**src/hw/tracker_pkg.sv**
```systemverilog
`default_nettype none

package tracker_pkg;

  // video timing widths
  localparam int HCOUNT_W = 11;
  localparam int VCOUNT_W = 10;

  // accumulator and masked-pixel counter widths
  localparam int SUM_W   = 32;
  localparam int COUNT_W = 21;

  // inclusive chroma bounds
  localparam logic [7:0] CR_LOWER_DEFAULT = 8'd160;
  localparam logic [7:0] CR_UPPER_DEFAULT = 8'd240;

  // expansion reg plus three conversion stages
  localparam int SEG_LATENCY = 4;

  typedef struct packed {
    logic [4:0] red;
    logic [5:0] green;
    logic [4:0] blue;
  } pixel565_t;

  typedef struct packed {
    logic [7:0] red;
    logic [7:0] green;
    logic [7:0] blue;
  } rgb888_t;

  typedef struct packed {
    logic [HCOUNT_W-1:0] x;
    logic [VCOUNT_W-1:0] y;
  } coord_t;

  // one pixel from the frame buffer read port
  typedef struct packed {
    pixel565_t pixel;
    coord_t    coord;
    logic      active;
    logic      frame_start;
  } video_in_t;

  // threshold result, aligned with its pixel
  typedef struct packed {
    coord_t coord;
    logic   active;
    logic   frame_start;
    logic   cr_hit;
    logic   cb_hit;
  } mask_t;

  typedef struct packed {
    rgb888_t pixel;
    coord_t  coord;
    logic    active;
  } video_out_t;

  // 565 to 888 by zero fill of the low bits
  function automatic rgb888_t expand_565(input pixel565_t p);
    expand_565 = '{red: {p.red, 3'b000}, green: {p.green, 2'b00}, blue: {p.blue, 3'b000}};
  endfunction

endpackage

`default_nettype wire

```
**src/hw/rgb_to_ycrcb.sv**
```systemverilog
`default_nettype none

module rgb_to_ycrcb (
  input  wire                  clk_camera,
  input  wire                  sys_rst_pixel,
  input  tracker_pkg::rgb888_t rgb_i,
  output logic [7:0]           cr_o,
  output logic [7:0]           cb_o,
  output logic [7:0]           y_o
);

  // channels as non-negative signed operands
  logic signed [8:0] r_s;
  logic signed [8:0] g_s;
  logic signed [8:0] b_s;

  // stage 1 products, all weights kept positive
  logic signed [17:0] cr_r, cr_g, cr_b;
  logic signed [17:0] cb_r, cb_g, cb_b;
  logic signed [17:0] y_r, y_g, y_b;

  // stage 2 signed sums with rounding
  logic signed [17:0] cr_sum, cb_sum, y_sum;

  // stage 3 inputs after shift and offset
  logic signed [17:0] cr_val, cb_val, y_val;

  // clamp to 0..255
  function automatic logic [7:0] sat8(input logic signed [17:0] v);
    if (v < 0)
      sat8 = 8'd0;
    else if (v > 18'sd255)
      sat8 = 8'd255;
    else
      sat8 = v[7:0];
  endfunction

  assign r_s = $signed({1'b0, rgb_i.red});
  assign g_s = $signed({1'b0, rgb_i.green});
  assign b_s = $signed({1'b0, rgb_i.blue});

  always_ff @(posedge clk_camera)
  begin
    // BT.601 weights
    cr_r <= 18'sd112 * r_s;
    cr_g <= 18'sd94 * g_s;
    cr_b <= 18'sd18 * b_s;
    cb_r <= 18'sd38 * r_s;
    cb_g <= 18'sd74 * g_s;
    cb_b <= 18'sd112 * b_s;
    y_r  <= 18'sd66 * r_s;
    y_g  <= 18'sd129 * g_s;
    y_b  <= 18'sd25 * b_s;
    // signs applied here, +128 rounds the later shift
    cr_sum <= cr_r - cr_g - cr_b + 18'sd128;
    cb_sum <= cb_b - cb_r - cb_g + 18'sd128;
    y_sum  <= y_r + y_g + y_b + 18'sd128;
  end

  // arithmetic shift keeps negative chroma floored
  assign cr_val = (cr_sum >>> 8) + 18'sd128;
  assign cb_val = (cb_sum >>> 8) + 18'sd128;
  assign y_val  = (y_sum >>> 8) + 18'sd16;

  always_ff @(posedge clk_camera)
  begin
    if (sys_rst_pixel)
    begin
      cr_o <= 8'd0;
      cb_o <= 8'd0;
      y_o  <= 8'd0;
    end
    else
    begin
      cr_o <= sat8(cr_val);
      cb_o <= sat8(cb_val);
      y_o  <= sat8(y_val);
    end
  end

endmodule

`default_nettype wire

```
**src/hw/chroma_segmenter.sv**
```systemverilog
`default_nettype none

module chroma_segmenter #(
  parameter logic [7:0] CR_LOWER = tracker_pkg::CR_LOWER_DEFAULT,
  parameter logic [7:0] CR_UPPER = tracker_pkg::CR_UPPER_DEFAULT,
  parameter logic [7:0] CB_LOWER = tracker_pkg::CR_LOWER_DEFAULT,
  parameter logic [7:0] CB_UPPER = tracker_pkg::CR_UPPER_DEFAULT
) (
  input  wire                    clk_camera,
  input  wire                    sys_rst_pixel,
  input  tracker_pkg::video_in_t video_i,
  output tracker_pkg::mask_t     mask_o
);

  localparam int DEPTH = tracker_pkg::SEG_LATENCY;

  // expanded pixel, first pipeline stage
  tracker_pkg::rgb888_t rgb_q;
  logic [7:0] cr;
  logic [7:0] cb;

  // coordinates and flags ride alongside the conversion
  tracker_pkg::coord_t crd_d [DEPTH];
  logic [DEPTH-1:0] act_d;
  logic [DEPTH-1:0] fs_d;

  always_ff @(posedge clk_camera)
  begin
    rgb_q <= tracker_pkg::expand_565(video_i.pixel);
    crd_d[0] <= video_i.coord;
    for (int i = 1; i < DEPTH; i++)
      crd_d[i] <= crd_d[i-1];
  end

  always_ff @(posedge clk_camera)
  begin
    if (sys_rst_pixel)
    begin
      act_d <= '0;
      fs_d  <= '0;
    end
    else
    begin
      act_d <= {act_d[DEPTH-2:0], video_i.active};
      fs_d  <= {fs_d[DEPTH-2:0], video_i.frame_start};
    end
  end

  // three cycles, so cr/cb line up with the last delay tap
  rgb_to_ycrcb u_ycrcb (
    .clk_camera    (clk_camera),
    .sys_rst_pixel (sys_rst_pixel),
    .rgb_i         (rgb_q),
    .cr_o          (cr),
    .cb_o          (cb),
    // luma not needed for tracking
    .y_o           ()
  );

  // bounds inclusive; blanking never hits
  always_comb
  begin
    mask_o.coord       = crd_d[DEPTH-1];
    mask_o.active      = act_d[DEPTH-1];
    mask_o.frame_start = fs_d[DEPTH-1];
    mask_o.cr_hit      = act_d[DEPTH-1] && (cr >= CR_LOWER) && (cr <= CR_UPPER);
    mask_o.cb_hit      = act_d[DEPTH-1] && (cb >= CB_LOWER) && (cb <= CB_UPPER);
  end

endmodule

`default_nettype wire

```
**src/hw/centroid_divider.sv**
```systemverilog
`default_nettype none

module centroid_divider (
  input  wire                                clk_camera,
  input  wire                                sys_rst_pixel,
  input  wire                                start_i,
  input  wire [tracker_pkg::SUM_W-1:0]       sum_x_i,
  input  wire [tracker_pkg::SUM_W-1:0]       sum_y_i,
  input  wire [tracker_pkg::COUNT_W-1:0]     count_i,
  output logic                               busy_o,
  output logic                               done_o,
  output tracker_pkg::coord_t                quotient_o
);

  localparam int SUM_W   = tracker_pkg::SUM_W;
  localparam int COUNT_W = tracker_pkg::COUNT_W;
  localparam int STEP_W  = $clog2(SUM_W + 1);

  // numerators shift out at the top, quotient bits shift in at the bottom
  logic [SUM_W-1:0]   num_x, num_y;
  logic [COUNT_W-1:0] rem_x, rem_y;
  logic [COUNT_W-1:0] den;
  logic [STEP_W-1:0]  steps;
  logic [COUNT_W:0]   step_x, step_y;

  // one restoring step, returns {remainder, quotient bit}
  function automatic logic [COUNT_W:0] div_step(
    input logic [COUNT_W-1:0] rem,
    input logic               msb,
    input logic [COUNT_W-1:0] den_v
  );
    logic [COUNT_W:0] trial;
    logic [COUNT_W:0] diff;
    trial = {rem, msb};
    diff  = trial - {1'b0, den_v};
    if (trial >= {1'b0, den_v})
      div_step = {diff[COUNT_W-1:0], 1'b1};
    else
      div_step = {trial[COUNT_W-1:0], 1'b0};
  endfunction

  // both means share the same divisor
  assign step_x = div_step(rem_x, num_x[SUM_W-1], den);
  assign step_y = div_step(rem_y, num_y[SUM_W-1], den);

  always_ff @(posedge clk_camera)
  begin
    if (start_i && !busy_o)
    begin
      num_x <= sum_x_i;
      num_y <= sum_y_i;
      den   <= count_i;
      rem_x <= '0;
      rem_y <= '0;
    end
    else if (busy_o)
    begin
      rem_x <= step_x[COUNT_W:1];
      rem_y <= step_y[COUNT_W:1];
      num_x <= {num_x[SUM_W-2:0], step_x[0]};
      num_y <= {num_y[SUM_W-2:0], step_y[0]};
    end
  end

  // done rises with the last step, SUM_W+1 cycles after start
  always_ff @(posedge clk_camera)
  begin
    if (sys_rst_pixel)
    begin
      busy_o <= 1'b0;
      done_o <= 1'b0;
      steps  <= '0;
    end
    else
    begin
      done_o <= 1'b0;
      if (start_i && !busy_o)
      begin
        busy_o <= 1'b1;
        steps  <= STEP_W'(SUM_W);
      end
      else if (busy_o)
      begin
        steps <= steps - 1'b1;
        if (steps == STEP_W'(1))
        begin
          busy_o <= 1'b0;
          done_o <= 1'b1;
        end
      end
    end
  end

  // means of on-screen coordinates fit the coordinate widths
  assign quotient_o.x = num_x[tracker_pkg::HCOUNT_W-1:0];
  assign quotient_o.y = num_y[tracker_pkg::VCOUNT_W-1:0];

endmodule

`default_nettype wire

```
**src/hw/centroid_accumulator.sv**
```systemverilog
`default_nettype none

module centroid_accumulator #(
  parameter bit USE_CB = 1'b0
) (
  input  wire                 clk_camera,
  input  wire                 sys_rst_pixel,
  input  tracker_pkg::mask_t  mask_i,
  output tracker_pkg::coord_t centroid_o,
  output logic                centroid_update_o
);

  localparam int SUM_W    = tracker_pkg::SUM_W;
  localparam int COUNT_W  = tracker_pkg::COUNT_W;
  localparam int HCOUNT_W = tracker_pkg::HCOUNT_W;
  localparam int VCOUNT_W = tracker_pkg::VCOUNT_W;

  logic                hit;
  logic [SUM_W-1:0]    x_ext, y_ext;
  logic [SUM_W-1:0]    sum_x, sum_y;
  logic [COUNT_W-1:0]  count;
  logic                div_start;
  logic                div_busy;
  logic                div_done;
  tracker_pkg::coord_t quotient;

  // channel chosen per instance
  assign hit = USE_CB ? mask_i.cb_hit : mask_i.cr_hit;

  assign x_ext = {{(SUM_W-HCOUNT_W){1'b0}}, mask_i.coord.x};
  assign y_ext = {{(SUM_W-VCOUNT_W){1'b0}}, mask_i.coord.y};

  // empty frames and busy divider skip the division
  assign div_start = mask_i.frame_start && (count != '0) && !div_busy;

  always_ff @(posedge clk_camera)
  begin
    if (sys_rst_pixel)
    begin
      sum_x <= '0;
      sum_y <= '0;
      count <= '0;
    end
    else if (mask_i.frame_start)
    begin
      // frame_start pixel opens the new frame
      sum_x <= hit ? x_ext : '0;
      sum_y <= hit ? y_ext : '0;
      count <= hit ? COUNT_W'(1) : '0;
    end
    else if (hit)
    begin
      sum_x <= sum_x + x_ext;
      sum_y <= sum_y + y_ext;
      count <= count + 1'b1;
    end
  end

  // divider latches the sums before they clear
  centroid_divider u_div (
    .clk_camera    (clk_camera),
    .sys_rst_pixel (sys_rst_pixel),
    .start_i       (div_start),
    .sum_x_i       (sum_x),
    .sum_y_i       (sum_y),
    .count_i       (count),
    .busy_o        (div_busy),
    .done_o        (div_done),
    .quotient_o    (quotient)
  );

  // update pulse coincides with the new held value
  always_ff @(posedge clk_camera)
  begin
    if (sys_rst_pixel)
    begin
      centroid_o        <= '0;
      centroid_update_o <= 1'b0;
    end
    else
    begin
      centroid_update_o <= div_done;
      if (div_done)
        centroid_o <= quotient;
    end
  end

endmodule

`default_nettype wire

```
**src/hw/crosshair_overlay.sv**
```systemverilog
`default_nettype none

module crosshair_overlay (
  input  wire                     clk_camera,
  input  wire                     sys_rst_pixel,
  input  tracker_pkg::video_in_t  video_i,
  input  tracker_pkg::coord_t     centroid_a_i,
  input  tracker_pkg::coord_t     centroid_b_i,
  output tracker_pkg::video_out_t video_o
);

  localparam int DEPTH = tracker_pkg::SEG_LATENCY;

  // camera image delayed to match the segmenter
  tracker_pkg::pixel565_t pix_d [DEPTH];
  tracker_pkg::coord_t    crd_d [DEPTH];
  logic [DEPTH-1:0]       act_d;

  tracker_pkg::coord_t    crd_n;
  logic                   on_line;

  // output register
  tracker_pkg::rgb888_t   rgb_q;
  tracker_pkg::coord_t    crd_q;
  logic                   act_q;

  always_ff @(posedge clk_camera)
  begin
    pix_d[0] <= video_i.pixel;
    crd_d[0] <= video_i.coord;
    for (int i = 1; i < DEPTH; i++)
    begin
      pix_d[i] <= pix_d[i-1];
      crd_d[i] <= crd_d[i-1];
    end
  end

  assign crd_n = crd_d[DEPTH-1];

  // vertical line at either x, horizontal at either y
  assign on_line = (crd_n.x == centroid_a_i.x) || (crd_n.x == centroid_b_i.x) ||
                   (crd_n.y == centroid_a_i.y) || (crd_n.y == centroid_b_i.y);

  always_ff @(posedge clk_camera)
  begin
    crd_q <= crd_n;
    // blanking black, crosshair white, otherwise camera
    if (!act_d[DEPTH-1])
      rgb_q <= '0;
    else if (on_line)
      rgb_q <= '{red: 8'hFF, green: 8'hFF, blue: 8'hFF};
    else
      rgb_q <= tracker_pkg::expand_565(pix_d[DEPTH-1]);
  end

  always_ff @(posedge clk_camera)
  begin
    if (sys_rst_pixel)
    begin
      act_d <= '0;
      act_q <= 1'b0;
    end
    else
    begin
      act_d <= {act_d[DEPTH-2:0], video_i.active};
      act_q <= act_d[DEPTH-1];
    end
  end

  assign video_o = '{pixel: rgb_q, coord: crd_q, active: act_q};

endmodule

`default_nettype wire

```
**src/hw/color_tracker_top.sv**
```systemverilog
`default_nettype none

module color_tracker_top #(
  parameter logic [7:0] CR_LOWER = tracker_pkg::CR_LOWER_DEFAULT,
  parameter logic [7:0] CR_UPPER = tracker_pkg::CR_UPPER_DEFAULT,
  parameter logic [7:0] CB_LOWER = tracker_pkg::CR_LOWER_DEFAULT,
  parameter logic [7:0] CB_UPPER = tracker_pkg::CR_UPPER_DEFAULT
) (
  input  wire                     clk_camera,
  input  wire                     sys_rst_pixel,
  input  tracker_pkg::video_in_t  video_i,
  output tracker_pkg::video_out_t video_o,
  output tracker_pkg::coord_t     cr_centroid_o,
  output tracker_pkg::coord_t     cb_centroid_o,
  output logic                    cr_update_o,
  output logic                    cb_update_o
);

  // thresholded stream, SEG_LATENCY behind video_i
  tracker_pkg::mask_t seg_mask;

  chroma_segmenter #(
    .CR_LOWER (CR_LOWER),
    .CR_UPPER (CR_UPPER),
    .CB_LOWER (CB_LOWER),
    .CB_UPPER (CB_UPPER)
  ) u_seg (
    .clk_camera    (clk_camera),
    .sys_rst_pixel (sys_rst_pixel),
    .video_i       (video_i),
    .mask_o        (seg_mask)
  );

  // red target tracks Cr
  centroid_accumulator #(
    .USE_CB (1'b0)
  ) u_cr_acc (
    .clk_camera        (clk_camera),
    .sys_rst_pixel     (sys_rst_pixel),
    .mask_i            (seg_mask),
    .centroid_o        (cr_centroid_o),
    .centroid_update_o (cr_update_o)
  );

  // blue target tracks Cb
  centroid_accumulator #(
    .USE_CB (1'b1)
  ) u_cb_acc (
    .clk_camera        (clk_camera),
    .sys_rst_pixel     (sys_rst_pixel),
    .mask_i            (seg_mask),
    .centroid_o        (cb_centroid_o),
    .centroid_update_o (cb_update_o)
  );

  // output image five cycles behind input
  crosshair_overlay u_overlay (
    .clk_camera    (clk_camera),
    .sys_rst_pixel (sys_rst_pixel),
    .video_i       (video_i),
    .centroid_a_i  (cr_centroid_o),
    .centroid_b_i  (cb_centroid_o),
    .video_o       (video_o)
  );

endmodule

`default_nettype wire

```
**config.mk**
```make
export PLATFORM = sky130hd
export DESIGN_NAME = color_tracker_top
export DESIGN_NICKNAME = d
export VERILOG_FILES = /design/src/hw/tracker_pkg.sv /design/src/hw/rgb_to_ycrcb.sv /design/src/hw/chroma_segmenter.sv /design/src/hw/centroid_divider.sv /design/src/hw/centroid_accumulator.sv /design/src/hw/crosshair_overlay.sv /design/src/hw/color_tracker_top.sv
export SDC_FILE = /design/constraint.sdc
export NUM_CORES = 2
export LEC_CHECK = 0
export ABC_CLOCK_PERIOD_IN_PS = 3270
export BUFFER_PORTS_ARGS = -buffer_cell sky130_fd_sc_hd__buf_2
export CORE_MARGIN = 5
export CORE_UTILIZATION = 58
export CTS_BUF_LIST = sky130_fd_sc_hd__clkbuf_2
export DETAILED_ROUTE_END_ITERATION = 12
export PLACE_DENSITY = 0.78
export SKIP_LAST_GASP = 1
export SYNTH_ARGS = -nofsm -noshare
export SYNTH_HDL_FRONTEND = slang
export SYNTH_SLANG_ARGS = --single-unit
```
**constraint.sdc**
```tcl
create_clock -name clk_camera -period 3.27 [get_ports clk_camera]
set_input_delay 0.4905 -clock clk_camera [delete_from_list [all_inputs] [get_ports clk_camera]]
set_output_delay 0.4905 -clock clk_camera [all_outputs]
set_load 0.05 [all_outputs]
```
==> metrics.md <==
| Metric | Value |
|---|---|
| Crit share post-route | 1.046 |
| Most Crowded Layer GR | met2 |
| Buf/Inv on CP | 5 |
| Total number of vias | 27849 |
| Skew final | 0.09996 ns |
| Die Wd | 259.6 um |
| Max Clk Rate | 292.3 MHz |
| Unique masters post-synth | 89 |
| Area taken by multi-input logic gates | 17890 sq um |
| DP Wirelength | 56670 um |
| Clock Path Buffers | 3 |
| Area growth from synthesis to final layout | 12.98% |
| Biggest cell delay along the critical path | 0.60 ns |
| Tot Pwr | 23.35 mW |
| CP Depth | 16 |
| H-tree levels | 4 |
| CTS tree | done |
| EDFF count, synth | 170 |
| Pwr dens | 571.9 nW/um^2 |
| Drt wl/cell | 16.16 um |
| Initial antenna violation count | 5 |
| FF-to-FF path depth | 16 |
| Area after DPL | 38060 sq um |
| Part of the power in the clock network | 0.273 |
| Reg2reg start | u_overlay.pix_d[0][8] |
| Slew @ Worst Pin | 1.247 ns |
| TritonCTS Buffers | 188 |
| Routed vias/inst | 5.430 |
| Initial Utilization | 0.5857 |
| Met3 global-route usage | 0.05602 |
| Mapped Area | 36140 sq um |
| Clk sinks | 764 |
| Hold Path Stages | 3 |
| Sw frac | 0.3316 |
| Skew-Pair Late Insertion Delay | 1.39 ns |
| Core Area | 61710 sq um |
| Sequential Area | 17000 sq um |
| Final instance area | 40840 sq um |
| GP Congestion | 0.9030 |
| Initial DRC count | 1574 |
| Async SR Flop Fraction | 0 |
| Largest net degree at the start of global routing | 84 |
| GR Util met2 | 0.3913 |
| R2R Path End | u_seg.u_ycrcb.cr_g[14] |
| # setup viols final | 2 |
| Family with the most delay on the worst path | adder cells |
| Hold EP | u_overlay.crd_d[0][18] |
| Overflow left after global routing | 0 |
| Fraction of layout cells with a size suffix above 1 | 0.1420 |
| Crit path DAT | 4.75 ns |
| Site Rows | 91 |
| Status | complete, but fails checks |
| Total track usage | 0.2430 |
| Leakage | 18.31 nW |
| Crit path kind | reg2reg |
| Failing checks | setup timing |
| RSZ-0062 raised after global routing | true |
| Final hold vios | 0 |
| Die H | 259.6 um |
| I/O pin count | 131 |
| Hold WS | 0.2697 ns |
| Max_slew headroom | 0.1472 |
| Fillcell total | 4952 |
| Setup crit end kind | flop |
| Post-route setup slack | -0.1508 ns |
| DIE AREA | 67410 sq um |
| Root buffer cell | clkbuf_2 |
| Pint | 15.61 mW |
| Mean post-synth cell area | 9.587 sq um |
| Combinational power share | 0.265 |
| Nets | 4489 |
| ANT nets after route | 0 |
| Drt drc | 0 |
| CP max-delay cell | fa_2 |
| Critical Path RT | 4.60 ns |
| Switching Power | 7.744 mW |
| Critical hold path startpoint | video_i[20] |
| Clock transition at the registers of the reported paths | 0.11 ns |
| Global Route met1 Usage | 0.3160 |
| Sequential power share | 0.462 |
| Port Buffers | 130 |
| Post-synthesis sequential area ratio | 0.4702 |
| Max-cap viol count | 0 |
| Final Util | 0.6618 |
| Most used cell along the critical path | inv_2 |
| Crit path launch type | flop |
| Syn_nets | 4122 |
| WL final | 82880 um |
| Peak supply drop | 0.6966 mV |
| Mapped Cells | 3770 |
| Number of global-route vias before repair | 27358 |
| Period minus WS final | 3.421 ns |
| TNS Setup | -0.2362 ns |
| HP Class | in2reg |
| Drt pass-1 iters | 7 |
| Setup slack, reg-to-reg | -0.15 ns |
| Seq cells post-synth | 764 |
| Most used DFF post-synth | dfxtp_1 |
| Critical Path, Cell by Cell | inv_2 -> fa_2 -> inv_2 -> fa_1 -> inv_2 -> fa_1 -> inv_2 -> ha_4 -> inv_4 -> o21bai_4 -> a21oi_2 -> nor2_2 -> o21ai_2 -> nand2b_1 -> a21oi_2 -> xnor2_1 |
| First-pass GRT wire length | 134900 um |
| Largest fanout on the critical path | 2 |
| Final Max Slew Viols | 0 |
| Yosys warnings | 0 |
[stage by stage]
| step | setup slack (ns) | instances |
|---|---|---|
| 2_1_floorplan | 0.001243 | 3770 |
| 3_3_place_gp | -0.01942 | 4693 |
| 3_5_place_dp | -0.1160 | 4693 |
| 4_1_cts | -0.005249 | 5118 |
| 5_1_grt | -0.2094 | 5129 |
| 6_report | -0.1508 | 5129 |
[Yosys cell counts (18+ instances only)]
library cell | instances | area share
a211oi_1 | 18 | 0.0037
a21o_1 | 72 | 0.015
a21oi_1 | 192 | 0.027
a22o_1 | 21 | 0.0051
and3_1 | 42 | 0.0073
clkbuf_1 | 100 | 0.010
dfxtp_1 | 594 | 0.33
edfxtp_1 | 170 | 0.14
fa_1 | 44 | 0.024
ha_1 | 267 | 0.092
inv_1 | 216 | 0.022
mux2i_1 | 73 | 0.020
nand2_1 | 577 | 0.060
nand2b_1 | 28 | 0.0048
nand3_1 | 70 | 0.0097
nand4_1 | 33 | 0.0057
nor2_1 | 341 | 0.035
nor2b_1 | 46 | 0.0080
nor3_1 | 52 | 0.0072
nor4_1 | 22 | 0.0038
o21a_1 | 57 | 0.012
o21ai_0 | 129 | 0.018
o21ai_1 | 21 | 0.0029
o21bai_1 | 20 | 0.0042
or3_1 | 23 | 0.0040
xnor2_1 | 137 | 0.033
xor2_1 | 164 | 0.040
[final cells by class]
| cell class | count | area share |
|---|---|---|
| multi-input cells | 2653 | 0.4381 |
| flip-flops and latches | 764 | 0.4163 |
| repair buffers | 313 | 0.05686 |
| clock buffers | 273 | 0.03346 |
| well taps | 837 | 0.02564 |
| inverters | 217 | 0.02001 |
| clock inverters | 69 | 0.009406 |
| diodes | 3 | 0.0001838 |
[cells by family (layout without fill, tap and decap cells)]
group                      Yosys count  after routing  synth area share
buffers and inverters              354            872           0.03898
adders and majority gates          311            311            0.1168
AOI/OAI and AO/OA                  667            668            0.1204
DFF                                764            764            0.4702
other                                0              3                 0
muxes                               79             79           0.02209
and+or+nand+nor                   1294           1294            0.1586
xor gates and xnor gates           301            301           0.07294
[registers in the layout (all words and copies together) (netlist names), 11 cells and up]
signal                flops
u_cr_acc.sum_y           32
u_cr_acc.u_div.num_x     32
u_cr_acc.u_div.rem_x     21
u_cb_acc.centroid_o      21
u_overlay.crd_d          63
u_seg.u_ycrcb.cr_g       11
u_cr_acc.centroid_o      21
u_cb_acc.u_div.den       21
u_cb_acc.u_div.rem_y     21
u_cb_acc.count           21
u_seg.crd_d              21
u_cb_acc.u_div.rem_x     21
u_cb_acc.sum_x           32
u_cr_acc.u_div.rem_y     21
u_cb_acc.u_div.num_x     32
u_cr_acc.count           21
u_cr_acc.u_div.num_y     32
u_cr_acc.u_div.den       21
u_overlay.pix_d          63
u_cb_acc.u_div.num_y     32
u_cb_acc.sum_y           32
u_overlay.video_o        38
u_cr_acc.sum_x           32
[per-layer routing]
layer,vias to the layer above,share of wire
met5,-,0.00013
met4,2,0.031
met3,182,0.063
met2,729,0.46
met1,13159,0.44
li1,13777,-
[power groups by stage]
stage | Combinational, mW | Sequential (mW) | Clock, mW
6_report | 6.19 | 10.8 | 6.37
5_1_grt | 6.97 | 10.9 | 7.12
3_3_place_gp | 5.68 | 11.0 | 0
3_5_place_dp | 5.85 | 11.0 | 0
2_1_floorplan | 4.62 | 10.9 | 0
4_1_cts | 6.02 | 10.8 | 6.56
[tightest hold or removal path, delay by kind of cell]
kind,cells,cell delay [ns]
buffers and inverters,3,1.13
[what timing repair did]
action                                  4_1_cts  5_1_grt
buffers inserted                              0        7
pin swaps                                     6       20
endpoints found under the hold margin       190        0
endpoints found under the setup margin        4       63
gates cloned                                  0        1
hold buffers                                 83        0
gates resized for setup                       8       25
[layout by cell type (no fill, tap or decap), types with 16 or more instances in the layout]
master,instances
inv_1,208
dfxtp_1,589
o21bai_1,19
nor2b_1,45
buf_2,129
a21o_1,72
xor2_1,164
nor3b_1,17
nor3_1,51
a22o_1,21
nor4_1,21
edfxtp_1,170
mux2i_1,73
a31oi_1,16
or3_1,23
buf_4,94
a211oi_1,17
nand3_1,70
nor2_1,339
o21a_1,57
xnor2_1,137
clkinv_1,41
o21ai_1,21
clkbuf_2,273
and3_1,42
nand2_1,577
nand2b_1,27
o21ai_0,128
ha_1,265
nand4_1,33
fa_1,42
dlygate4sd3_1,83
a21oi_1,186
[worst max path at each step]
stage / start / to / slack, ns
6_report: u_overlay.pix_d[0][8] / u_seg.u_ycrcb.cr_g[14] / -0.15
5_1_grt: u_overlay.pix_d[0][8] / u_seg.u_ycrcb.cr_g[14] / -0.21
3_3_place_gp: u_overlay.pix_d[0][9] / u_seg.u_ycrcb.cr_g[14] / -0.02
4_1_cts: u_overlay.pix_d[0][8] / u_seg.u_ycrcb.cr_g[14] / -0.005
2_1_floorplan: u_overlay.pix_d[0][8] / u_seg.u_ycrcb.cr_g[14] / 0.001
3_5_place_dp: u_overlay.pix_d[0][9] / u_seg.u_ycrcb.cr_g[14] / -0.12
No activity file was read; power rests on OpenSTA's default activity.
